$ cat src/pipe_defines.svh
`ifndef PIPE_DEFINES_SVH
`define PIPE_DEFINES_SVH

////////////////////////////////////////////////////////////
// Datapath and register file sizing
////////////////////////////////////////////////////////////

// Integer datapath width
`define DATA_W 32

// Register address and register count
`define REG_AW 5
`define NUM_REGS 32

// Return address register written by jal
`define LINK_REG 31

`endif

$ cat src/pipePkg.sv
`default_nettype none
`include "pipe_defines.svh"

package pipePkg;

  ////////////////////////////////////////////////////////////
  // Instruction word, decoded as R or I format
  ////////////////////////////////////////////////////////////

  typedef struct packed {
    logic [5:0]         opcode;
    logic [`REG_AW-1:0] rs;
    logic [`REG_AW-1:0] rt;
    logic [`REG_AW-1:0] rd;
    logic [4:0]         shamt;
    logic [5:0]         funct;
  } rFieldsT;

  typedef struct packed {
    logic [5:0]         opcode;
    logic [`REG_AW-1:0] rs;
    logic [`REG_AW-1:0] rt;
    logic [15:0]        imm16;
  } iFieldsT;

  // jal index spans rs, rt and imm16 of the I view
  typedef union packed {
    rFieldsT rFields;
    iFieldsT iFields;
  } instrWord;

  typedef enum logic [5:0] {
    opRType = 6'h00,
    opJal   = 6'h03,
    opBeq   = 6'h04,
    opBne   = 6'h05,
    opAddi  = 6'h08,
    opSlti  = 6'h0a,
    opAndi  = 6'h0c,
    opOri   = 6'h0d,
    opXori  = 6'h0e,
    opLui   = 6'h0f
  } opcodeE;

  typedef enum logic [3:0] {
    aluAdd, aluSub, aluAnd, aluOr, aluXor, aluNor,
    aluSlt, aluSll, aluSrl, aluSra, aluLui
  } aluOpE;

  ////////////////////////////////////////////////////////////
  // Stage bundles
  ////////////////////////////////////////////////////////////

  typedef struct packed {
    instrWord           instr;
    logic [`DATA_W-1:0] pcPlus4;
  } fetchBundle;

  typedef struct packed {
    aluOpE              aluOp;
    logic               aluSrcImm;
    logic               shiftByShamt;
    logic               regWrite;
    logic [`REG_AW-1:0] writeReg;
    logic               isBranch;
    logic               branchNe;
    logic               isJal;
    logic [`DATA_W-1:0] immExt;
  } decodeCtrl;

  typedef struct packed {
    decodeCtrl          ctrl;
    logic [`DATA_W-1:0] readData1;
    logic [`DATA_W-1:0] readData2;
    logic [4:0]         shamt;
    logic [`DATA_W-1:0] pcPlus4;
  } idExBundle;

  typedef struct packed {
    logic               writeEn;
    logic [`REG_AW-1:0] writeReg;
    logic [`DATA_W-1:0] value;
    logic               isBranch;
    logic               taken;
    logic [`DATA_W-1:0] target;
  } exResult;

endpackage

`default_nettype wire

$ cat src/decodeExecTop.sv
`default_nettype none
`timescale 1ns/10ps
`include "pipe_defines.svh"

module decodeExecTop (
  input  logic                Clk,
  input  logic                rst,
  input  pipePkg::fetchBundle inInstr,
  input  logic                inValid,
  output logic                inReady,
  output pipePkg::exResult    res,
  output logic                resValid,
  input  logic                resReady
);

  pipePkg::decodeCtrl decCtrl;
  pipePkg::idExBundle decBundle;
  pipePkg::idExBundle exBundle;
  logic [`REG_AW-1:0] rsAddr;
  logic [`REG_AW-1:0] rtAddr;
  logic [`DATA_W-1:0] readData1;
  logic [`DATA_W-1:0] readData2;
  logic               stageValid;
  logic               advance;
  logic               load;

  ////////////////////////////////////////////////////////////
  // Handshake
  ////////////////////////////////////////////////////////////

  assign advance  = stageValid && resReady;
  assign inReady  = !stageValid || advance;
  assign load     = inValid && inReady;
  assign resValid = stageValid;

  instrDecode decode0 (
    .instr (inInstr.instr),
    .ctrl  (decCtrl),
    .rs    (rsAddr),
    .rt    (rtAddr)
  );

  // Write back only when the result is actually taken
  regFile regs0 (
    .Clk       (Clk),
    .rst       (rst),
    .readAddr1 (rsAddr),
    .readAddr2 (rtAddr),
    .readData1 (readData1),
    .readData2 (readData2),
    .writeEn   (res.writeEn && advance),
    .writeAddr (res.writeReg),
    .writeData (res.value)
  );

  assign decBundle = '{
    ctrl:      decCtrl,
    readData1: readData1,
    readData2: readData2,
    shamt:     inInstr.instr.rFields.shamt,
    pcPlus4:   inInstr.pcPlus4
  };

  idExStage stage0 (
    .Clk        (Clk),
    .rst        (rst),
    .load       (load),
    .drain      (advance),
    .inBundle   (decBundle),
    .stageValid (stageValid),
    .outBundle  (exBundle)
  );

  execUnit exec0 (
    .stage  (exBundle),
    .result (res)
  );

endmodule

`default_nettype wire

$ cat src/execUnit.sv
`default_nettype none
`timescale 1ns/10ps
`include "pipe_defines.svh"

module execUnit (
  input  pipePkg::idExBundle stage,
  output pipePkg::exResult   result
);

  logic [`DATA_W-1:0] opA;
  logic [`DATA_W-1:0] opB;
  logic [4:0]         shAmt;
  logic [`DATA_W-1:0] aluOut;
  logic [`DATA_W-1:0] branchTarget;
  logic [`DATA_W-1:0] jumpTarget;
  logic               operandsEqual;

  assign opA = stage.readData1;
  assign opB = stage.ctrl.aluSrcImm ? stage.ctrl.immExt : stage.readData2;

  // Shift amount only for the shamt-form shifts
  assign shAmt = stage.ctrl.shiftByShamt ? stage.shamt : 5'd0;

  ////////////////////////////////////////////////////////////
  // ALU and shifter
  ////////////////////////////////////////////////////////////

  always_comb begin
    case (stage.ctrl.aluOp)
      pipePkg::aluAdd: aluOut = opA + opB;
      pipePkg::aluSub: aluOut = opA - opB;
      pipePkg::aluAnd: aluOut = opA & opB;
      pipePkg::aluOr:  aluOut = opA | opB;
      pipePkg::aluXor: aluOut = opA ^ opB;
      pipePkg::aluNor: aluOut = ~(opA | opB);
      pipePkg::aluSlt: aluOut = {31'd0, $signed(opA) < $signed(opB)};
      pipePkg::aluSll: aluOut = stage.readData2 << shAmt;
      pipePkg::aluSrl: aluOut = stage.readData2 >> shAmt;
      pipePkg::aluSra: aluOut = $unsigned($signed(stage.readData2) >>> shAmt);
      // Immediate already placed in the upper half by decode
      pipePkg::aluLui: aluOut = opB;
      default:         aluOut = opA + opB;
    endcase
  end

  ////////////////////////////////////////////////////////////
  // Branch compare and jump targets
  ////////////////////////////////////////////////////////////

  assign operandsEqual = (stage.readData1 == stage.readData2);
  assign branchTarget  = stage.pcPlus4 + {stage.ctrl.immExt[`DATA_W-3:0], 2'b00};
  assign jumpTarget    = {stage.pcPlus4[31:28], stage.ctrl.immExt[25:0], 2'b00};

  always_comb begin
    result          = '0;
    result.writeEn  = stage.ctrl.regWrite;
    result.writeReg = stage.ctrl.writeReg;
    result.value    = aluOut;
    result.isBranch = stage.ctrl.isBranch || stage.ctrl.isJal;
    if (stage.ctrl.isJal) begin
      // Link value is the return address
      result.value  = stage.pcPlus4;
      result.taken  = 1'b1;
      result.target = jumpTarget;
    end else if (stage.ctrl.isBranch) begin
      result.taken  = operandsEqual ^ stage.ctrl.branchNe;
      result.target = branchTarget;
    end
  end

endmodule

`default_nettype wire

$ cat src/idExStage.sv
`default_nettype none
`timescale 1ns/10ps
`include "pipe_defines.svh"

module idExStage (
  input  logic               Clk,
  input  logic               rst,
  input  logic               load,
  input  logic               drain,
  input  pipePkg::idExBundle inBundle,
  output logic               stageValid,
  output pipePkg::idExBundle outBundle
);

  pipePkg::decodeCtrl ctrlQ;
  logic [`DATA_W-1:0] readData1Q;
  logic [`DATA_W-1:0] readData2Q;
  logic [4:0]         shamtQ;
  logic [`DATA_W-1:0] pcPlus4Q;

  ////////////////////////////////////////////////////////////
  // Valid flag and control fields
  ////////////////////////////////////////////////////////////

  always_ff @(posedge Clk) begin
    if (rst) begin
      stageValid <= 1'b0;
      ctrlQ      <= '0;
    end else if (load) begin
      stageValid <= 1'b1;
      ctrlQ      <= inBundle.ctrl;
    end else if (drain) begin
      // Emptied with nothing new behind it
      stageValid <= 1'b0;
    end
  end

  ////////////////////////////////////////////////////////////
  // Operand payload
  ////////////////////////////////////////////////////////////

  always_ff @(posedge Clk) begin
    if (load) begin
      readData1Q <= inBundle.readData1;
      readData2Q <= inBundle.readData2;
      shamtQ     <= inBundle.shamt;
      pcPlus4Q   <= inBundle.pcPlus4;
    end
  end

  assign outBundle = '{
    ctrl:      ctrlQ,
    readData1: readData1Q,
    readData2: readData2Q,
    shamt:     shamtQ,
    pcPlus4:   pcPlus4Q
  };

endmodule

`default_nettype wire

$ cat src/instrDecode.sv
`default_nettype none
`timescale 1ns/10ps
`include "pipe_defines.svh"

module instrDecode (
  input  pipePkg::instrWord  instr,
  output pipePkg::decodeCtrl ctrl,
  output logic [`REG_AW-1:0] rs,
  output logic [`REG_AW-1:0] rt
);

  // R-type function codes
  localparam logic [5:0] fnSll = 6'h00;
  localparam logic [5:0] fnSrl = 6'h02;
  localparam logic [5:0] fnSra = 6'h03;
  localparam logic [5:0] fnAdd = 6'h20;
  localparam logic [5:0] fnSub = 6'h22;
  localparam logic [5:0] fnAnd = 6'h24;
  localparam logic [5:0] fnOr  = 6'h25;
  localparam logic [5:0] fnXor = 6'h26;
  localparam logic [5:0] fnNor = 6'h27;
  localparam logic [5:0] fnSlt = 6'h2a;

  logic [`DATA_W-1:0] immSign;
  logic [`DATA_W-1:0] immZero;
  logic [`DATA_W-1:0] immUpper;
  logic [`DATA_W-1:0] jalIndex;
  logic               validOp;

  assign rs = instr.iFields.rs;
  assign rt = instr.iFields.rt;

  assign immSign  = {{16{instr.iFields.imm16[15]}}, instr.iFields.imm16};
  assign immZero  = {16'd0, instr.iFields.imm16};
  assign immUpper = {instr.iFields.imm16, 16'd0};
  // 26-bit jump index, zero extended
  assign jalIndex = {6'd0, instr.iFields.rs, instr.iFields.rt, instr.iFields.imm16};

  always_comb begin
    ctrl          = '0;
    ctrl.aluOp    = pipePkg::aluAdd;
    ctrl.writeReg = instr.iFields.rt;
    ctrl.immExt   = immSign;
    validOp       = 1'b1;
    case (instr.iFields.opcode)
      pipePkg::opRType: begin
        ctrl.writeReg = instr.rFields.rd;
        case (instr.rFields.funct)
          fnAdd: ctrl.aluOp = pipePkg::aluAdd;
          fnSub: ctrl.aluOp = pipePkg::aluSub;
          fnAnd: ctrl.aluOp = pipePkg::aluAnd;
          fnOr:  ctrl.aluOp = pipePkg::aluOr;
          fnXor: ctrl.aluOp = pipePkg::aluXor;
          fnNor: ctrl.aluOp = pipePkg::aluNor;
          fnSlt: ctrl.aluOp = pipePkg::aluSlt;
          fnSll: begin
            ctrl.aluOp        = pipePkg::aluSll;
            ctrl.shiftByShamt = 1'b1;
          end
          fnSrl: begin
            ctrl.aluOp        = pipePkg::aluSrl;
            ctrl.shiftByShamt = 1'b1;
          end
          fnSra: begin
            ctrl.aluOp        = pipePkg::aluSra;
            ctrl.shiftByShamt = 1'b1;
          end
          default: validOp = 1'b0;
        endcase
      end
      pipePkg::opAddi: ctrl.aluSrcImm = 1'b1;
      pipePkg::opSlti: begin
        ctrl.aluOp     = pipePkg::aluSlt;
        ctrl.aluSrcImm = 1'b1;
      end
      pipePkg::opAndi: begin
        ctrl.aluOp     = pipePkg::aluAnd;
        ctrl.aluSrcImm = 1'b1;
        ctrl.immExt    = immZero;
      end
      pipePkg::opOri: begin
        ctrl.aluOp     = pipePkg::aluOr;
        ctrl.aluSrcImm = 1'b1;
        ctrl.immExt    = immZero;
      end
      pipePkg::opXori: begin
        ctrl.aluOp     = pipePkg::aluXor;
        ctrl.aluSrcImm = 1'b1;
        ctrl.immExt    = immZero;
      end
      pipePkg::opLui: begin
        ctrl.aluOp     = pipePkg::aluLui;
        ctrl.aluSrcImm = 1'b1;
        ctrl.immExt    = immUpper;
      end
      pipePkg::opBeq: ctrl.isBranch = 1'b1;
      pipePkg::opBne: begin
        ctrl.isBranch = 1'b1;
        ctrl.branchNe = 1'b1;
      end
      pipePkg::opJal: begin
        ctrl.isJal    = 1'b1;
        ctrl.writeReg = `REG_AW'(`LINK_REG);
        ctrl.immExt   = jalIndex;
      end
      default: validOp = 1'b0;
    endcase
    // Unknown encodings, branches and r0 targets retire without a write
    ctrl.regWrite = validOp && !ctrl.isBranch && (ctrl.writeReg != '0);
  end

endmodule

`default_nettype wire

$ cat src/regFile.sv
`default_nettype none
`timescale 1ns/10ps
`include "pipe_defines.svh"

module regFile (
  input  logic               Clk,
  input  logic               rst,
  input  logic [`REG_AW-1:0] readAddr1,
  input  logic [`REG_AW-1:0] readAddr2,
  output logic [`DATA_W-1:0] readData1,
  output logic [`DATA_W-1:0] readData2,
  input  logic               writeEn,
  input  logic [`REG_AW-1:0] writeAddr,
  input  logic [`DATA_W-1:0] writeData
);

  // Register zero has no storage
  logic [`DATA_W-1:0] regs [1:`NUM_REGS-1];
  logic               writeActive;

  assign writeActive = writeEn && (writeAddr != '0);

  always_ff @(posedge Clk) begin
    if (rst) begin
      for (int i = 1; i < `NUM_REGS; i++) begin
        regs[i] <= '0;
      end
    end else if (writeActive) begin
      regs[writeAddr] <= writeData;
    end
  end

  ////////////////////////////////////////////////////////////
  // Read ports with write-through bypass
  ////////////////////////////////////////////////////////////

  assign readData1 = (readAddr1 == '0) ? '0 :
                     (writeActive && (writeAddr == readAddr1)) ? writeData :
                     regs[readAddr1];

  assign readData2 = (readAddr2 == '0) ? '0 :
                     (writeActive && (writeAddr == readAddr2)) ? writeData :
                     regs[readAddr2];

endmodule

`default_nettype wire

$ cat config.mk
export PLATFORM = sky130hd
export DESIGN_NAME = decodeExecTop
export DESIGN_NICKNAME = d
export VERILOG_FILES = /design/src/pipePkg.sv /design/src/decodeExecTop.sv /design/src/execUnit.sv /design/src/idExStage.sv /design/src/instrDecode.sv /design/src/regFile.sv
export VERILOG_INCLUDE_DIRS = /design/src
export SDC_FILE = /design/constraint.sdc
export NUM_CORES = 2
export LEC_CHECK = 0
export BUFFER_PORTS_ARGS = -buffer_cell sky130_fd_sc_hd__buf_2
export CAP_MARGIN = 20
export CORE_UTILIZATION = 40
export CTS_CLUSTER_SIZE = 40
export DETAILED_ROUTE_END_ITERATION = 10
export PLACE_DENSITY_LB_ADDON = 0.12
export RECOVER_POWER = 100
export REMOVE_ABC_BUFFERS = 1
export SKIP_CTS_REPAIR_TIMING = 1
export SLEW_MARGIN = 20
export SYNTH_ARGS = -nofsm -noshare
export SYNTH_HDL_FRONTEND = slang
export SYNTH_SLANG_ARGS = --single-unit
export TNS_END_PERCENT = 5
$ cat constraint.sdc
create_clock -name Clk -period 5.05 [get_ports Clk]
set_input_delay 0.505 -clock Clk [delete_from_list [all_inputs] [get_ports Clk]]
set_output_delay 0.505 -clock Clk [all_outputs]
set_load 0.005 [all_outputs]
* Yosys cells after proc, flatten, opt, wreduce, memory -nomap -nowiden
Memories as Yosys holds them, arrays and structs flattened.
Cells that the tools add are included.
** Storage, ports and cells
- Output and inout bits :: 74
- Bits in registers :: 149
- Memories :: 1
- Bits in writable memories :: 992
** Operators by class
- Add/sub/neg operators :: 3
- Shift-type cells :: 3
- Eq/ne operators :: 31
- Bitwise operators :: 5
- Reduce and logical (&&, ||, !) cells :: 26
- Muxes and demuxes :: 30
- Magnitude comparators :: 1
** Memory list
- regs0.regs :: words 31, width 32, read ports 2, clocked after memory_dff 0, wr ports 31, line regFile.sv:18 : logic [`DATA_W-1:0] regs [1:`NUM_REGS-1];
** Operator list (count)
- $pmux W32 S10 :: 1
- $mux W32 :: 5
- $pmux W32 S3 :: 1
- $mux W33 :: 2
- $add A32 B32 Y32 :: 2
- $eq A6 B6 Y1 const B :: 7
- $eq A6 B4 Y1 const B :: 6
- $pmux W4 S9 :: 1
- $and A32 B32 Y32 :: 1
- $eq A32 B32 Y1 :: 1
- $lt A32 B32 Y1 :: 1
- $not A32 Y32 :: 1
- $or A32 B32 Y32 :: 1
- $reduce_or A32 Y1 :: 1
- $shl A32 B5 Y32 :: 1
- $shr A32 B5 Y32 :: 1
- $sshr A32 B5 Y32 :: 1
- $sub A32 B32 Y32 :: 1
- $xor A32 B32 Y32 :: 1
- $pmux W4 S6 :: 1
- $eq A6 B2 Y1 const B :: 3
- $eq A4 B3 Y1 const B :: 4
- $mux W1 :: 15
- $eq A4 B4 Y1 const B :: 3
- other kinds (20) :: 37

* Depth between registers and ports, before layout
- Depth in word-level cells :: 8
- Depth in mapped cells :: 18
- Mapped depth without buffers :: 15

* Cells and area by module
Synthesis repeated with hierarchy kept, for this count alone.
** Unflattened totals
- Cell total of the unflattened synthesis :: 6115
- Area total of the unflattened synthesis :: 73317.8 um2
** Modules (own cells, without submodules)
- regFile :: cells each 3923, area each 55512.0 um2, times used 1
- execUnit :: cells each 1820, area each 12216.7 um2, times used 1
- idExStage :: cells each 257, area each 4763.3 um2, times used 1
- instrDecode :: cells each 111, area each 788.3 um2, times used 1
- decodeExecTop :: cells each 4, area each 37.5 um2, times used 1

* Worst setup path before layout
No wires, ideal clock.
- Path type :: flip-flop to output port
- From :: reg stage0.ctrlQ, in the netlist stage0.outBundle[143]
- To :: out res[54] in the netlist's numbering
- Arrival :: 4115 ps
- Path slack :: 430 ps
- Required time :: 4545 ps
- Cell stages (with the launch flop) :: 19
- Cells stage by stage :: dfxtp_1 clkbuf_1 buf_2 buf_1 mux2_2 inv_1 ha_1 buf_2 nor2b_1 or4_1 o21a_1 a31oi_1 nand2_1 a21boi_0 xnor2_1 nor2_1 o32ai_2 buf_2 inv_1
** RTL lines
- start: declaration :: line idExStage.sv:15 : pipePkg::decodeCtrl ctrlQ;
- start signal: assignment :: line idExStage.sv:31 : ctrlQ <= inBundle.ctrl;
- end: declaration :: line decodeExecTop.sv:11 : output pipePkg::exResult res,

==> metrics.txt <==
Max Freq around 200 MHz; clock sinks 1173; GRT Residual Overflow 0; Async S/R FF share, synth 0%; Cell Chain, Critical Path nand2b_1, or3_1, buf_4, o21ai_0, a211oi_1, o221ai_1, a311oi_1, o21ai_1, o32ai_4, buf_12, inv_1, buf_2; Worst Path Max Fanout 14; number of synthesized flops with an enable pin 1125; first-pass GRT wire length between 400000 and 500000 um; slack of the critical path -0.0311 ns; RR Startpoint stage0.readData2Q[6]; Fin Setup TNS -0.0466 ns; Pwr Density 349 mW/mm^2; Leakage 0.0303 uW; GR Util All Layers between 30% and 40%; share of the synthesized area in the top cell type 47.6%; Final Util around 47%; final net count 6132; CTS root buffer clkbuf_16; clock skew 0.0382 ns; ANT nets after route 0; vias in the first global route 52500; P&R area growth vs syn 16.2%; DRT Pass-1 Iters 6; Pwr Total 28800 uW; Tcrit/Tclk final 101%; M1 WL between 100000 and 150000 um; core area 0.176 sq mm; routed length on met2 142000 um; CP peak stage delay 0.66 ns; top_reg_cell synth edfxtp_1; largest net degree at the start of global routing 88; vias per cell 6.44; I/O pin count roughly 140; design area slightly above 0.08 sq mm; CP Launch Type flip-flop; Synth Register Bits ~1200; outcome finished, violations left; Synth area leaders edfxtp_1 48%, mux4_2 22%, nor2_1 6.2%; final RePlAce weighted congestion 1.00; via count around 54000; die width 423 um; clock latency on the worst-skew pair 0.80 ns; smallest hold slack between 0.06 and 0.07 ns; RSZ-0062 raised after global routing yes; Starting Density 40.3%; I/O Buffers 141; antenna violations before repair 7; drt wl/cell 36.6 um; layout cells sized above 1 28.6%; crit path time final between 5 and 6 ns; Syn. warnings 0; full die area 0.179 sq mm; Remaining DRCs 0; CTS buffer count 138; WL met3 26100 um; Reg-to-Reg End stage0.readData1Q[0]; Detailed Route Iter0 Violations 6992; Data required, critical path 4.55 ns; sequential area share after synthesis 49.0%; top cell type by total area after synthesis edfxtp_1; Crit path arrival time 4.58 ns; H-Tree Depth 4; flop2flop setup slack 0.20 ns; most frequent cells in the layout 1164 x nor2_1, 1125 x edfxtp_1, 682 x mux4_2, 387 x buf_4, 269 x nand2_1; Post-Synthesis Cell Area 0.0710 sq mm; max-slew violations 192; Setup crit end res[55]; Post-Syn Instances 5711; clk slew on worst S/H paths 0.06 ns; r2r worst-path depth 16; most common cell after layout, fill and taps aside nor2_1; Top Layer Used met5; CTS tree built; post-DP HPWL 206000 um; failing checks max-capacitance violations, max-slew violations, negative setup slack; row count 154; Worst Setup SP stage0.outBundle[146]; Peak VDD IR 0.301 mV; Final setup viols 3; Worst-Margin Slew ~3.7 ns; WS Path Type reg -> out; Die Ht about 420 um; final wirelength 307000 um; Slowest-stage cell, CP dfxtp_1; Synth Area per Inst 12.4 sq um; Hold Path Class in -> reg; Worst Setup End Kind output port; Cell Area, Placed 0.0767 sq mm; Yosys cell types 102; Max Cap Viol 4; CTS max path bufs 3; Final Hold Fails 0; max_slew headroom -146%
-- registers in the layout (all words and copies together), names as in the netlist --
register,cells
regs0.regs,1024
stage0.outBundle,47
stage0.pcPlus4Q,32
stage0.readData1Q,32
stage0.readData2Q,32
stage0.shamtQ,5
stage0.stageValid,1
-- critical path, delay by kind of cell (launching register included) --
family | cells | cell delay (ns)
buf+inv | 4 | 0.78
simple gates | 2 | 0.64
flops | 1 | 0.66
compound gates | 6 | 1.68
-- synth_stat cells (48+ instances only) --
master,n
nor2b_1,85
nand2_1,303
a211oi_1,165
ha_1,126
edfxtp_1,1125
buf_1,65
nor3_1,62
clkbuf_1,365
o21ai_0,152
a21oi_1,221
nand3_1,90
nand2b_1,50
dfxtp_1,48
inv_1,146
xnor2_1,82
mux4_2,682
nor2_1,1173
buf_2,118
mux2i_1,88
-- metal layers --
metal / vias to the layer above / track usage, %
met5: - / 0
met4: 4 / 18.8
met3: 618 / 6.38
met2: 2948 / 53.1
met1: 28200 / 43.9
li1: 22200 / -
-- how the worst min path moves through the flow --
stage / startpoint / to / slack, ns / cells after the start
detailed placement: stage0.outBundle[134] / stage0.outBundle[134] / 0.47 / 2
floorplan: stage0.outBundle[134] / stage0.outBundle[134] / 0.44 / 2
finish: inInstr[35] / stage0.outBundle[104] / 0.06 / 3
CTS: inInstr[14] / stage0.pcPlus4Q[14] / -0.14 / 1
global route: inInstr[36] / stage0.outBundle[105] / 0.04 / 3
global placement: stage0.outBundle[134] / stage0.outBundle[134] / 0.46 / 2
-- logic make-up (layout without fill, tap and decap cells) --
| group | Yosys count | after routing | share of synthesized area (%) |
|---|---|---|---|
| AOI/OAI and AO/OA | 883 | 883 | 8.50 |
| xor gates and xnor gates | 97 | 97 | 1.20 |
| adders and majority gates | 129 | 129 | 2.31 |
| buffers and inverters | 739 | 1037 | 4.40 |
| DFF | 1173 | 1173 | 49.0 |
| muxes | 790 | 790 | 23.2 |
| other | 1 | 38 | 0.00528 |
| and+or+nand+nor | 1899 | 1900 | 11.4 |
-- cell type report --
| cell class | instances | area [sq um] |
|---|---|---|
| Antenna cell | 6 | 15.0 |
| Clock buffer | 166 | 3640 |
| Clock inverter | 80 | 749 |
| Fill cell | 15900 | 93700 |
| Inverter | 153 | 574 |
| Multi-Input combinational cell | 3831 | 34300 |
| Sequential cell | 1173 | 34700 |
| Tap cell | 2340 | 2930 |
| Timing Repair Buffer | 638 | 5490 |
-- where the power goes --
group          leakage, uW  internal (uW)  switching [uW]
logic               0.0162           2690            4660
clock network      0.00215           5630            4270
registers           0.0119          11100             408
total               0.0303          19400            9340
-- stage by stage --
stage,setup WS (ns),instances
finish,-0.0311,8387
global route,-0.148,8382
CTS,-0.706,8312
detailed placement,-0.300,8066
global placement,-0.352,8066
floorplan,-0.506,5156
Power figures use the tool's default switching activity.
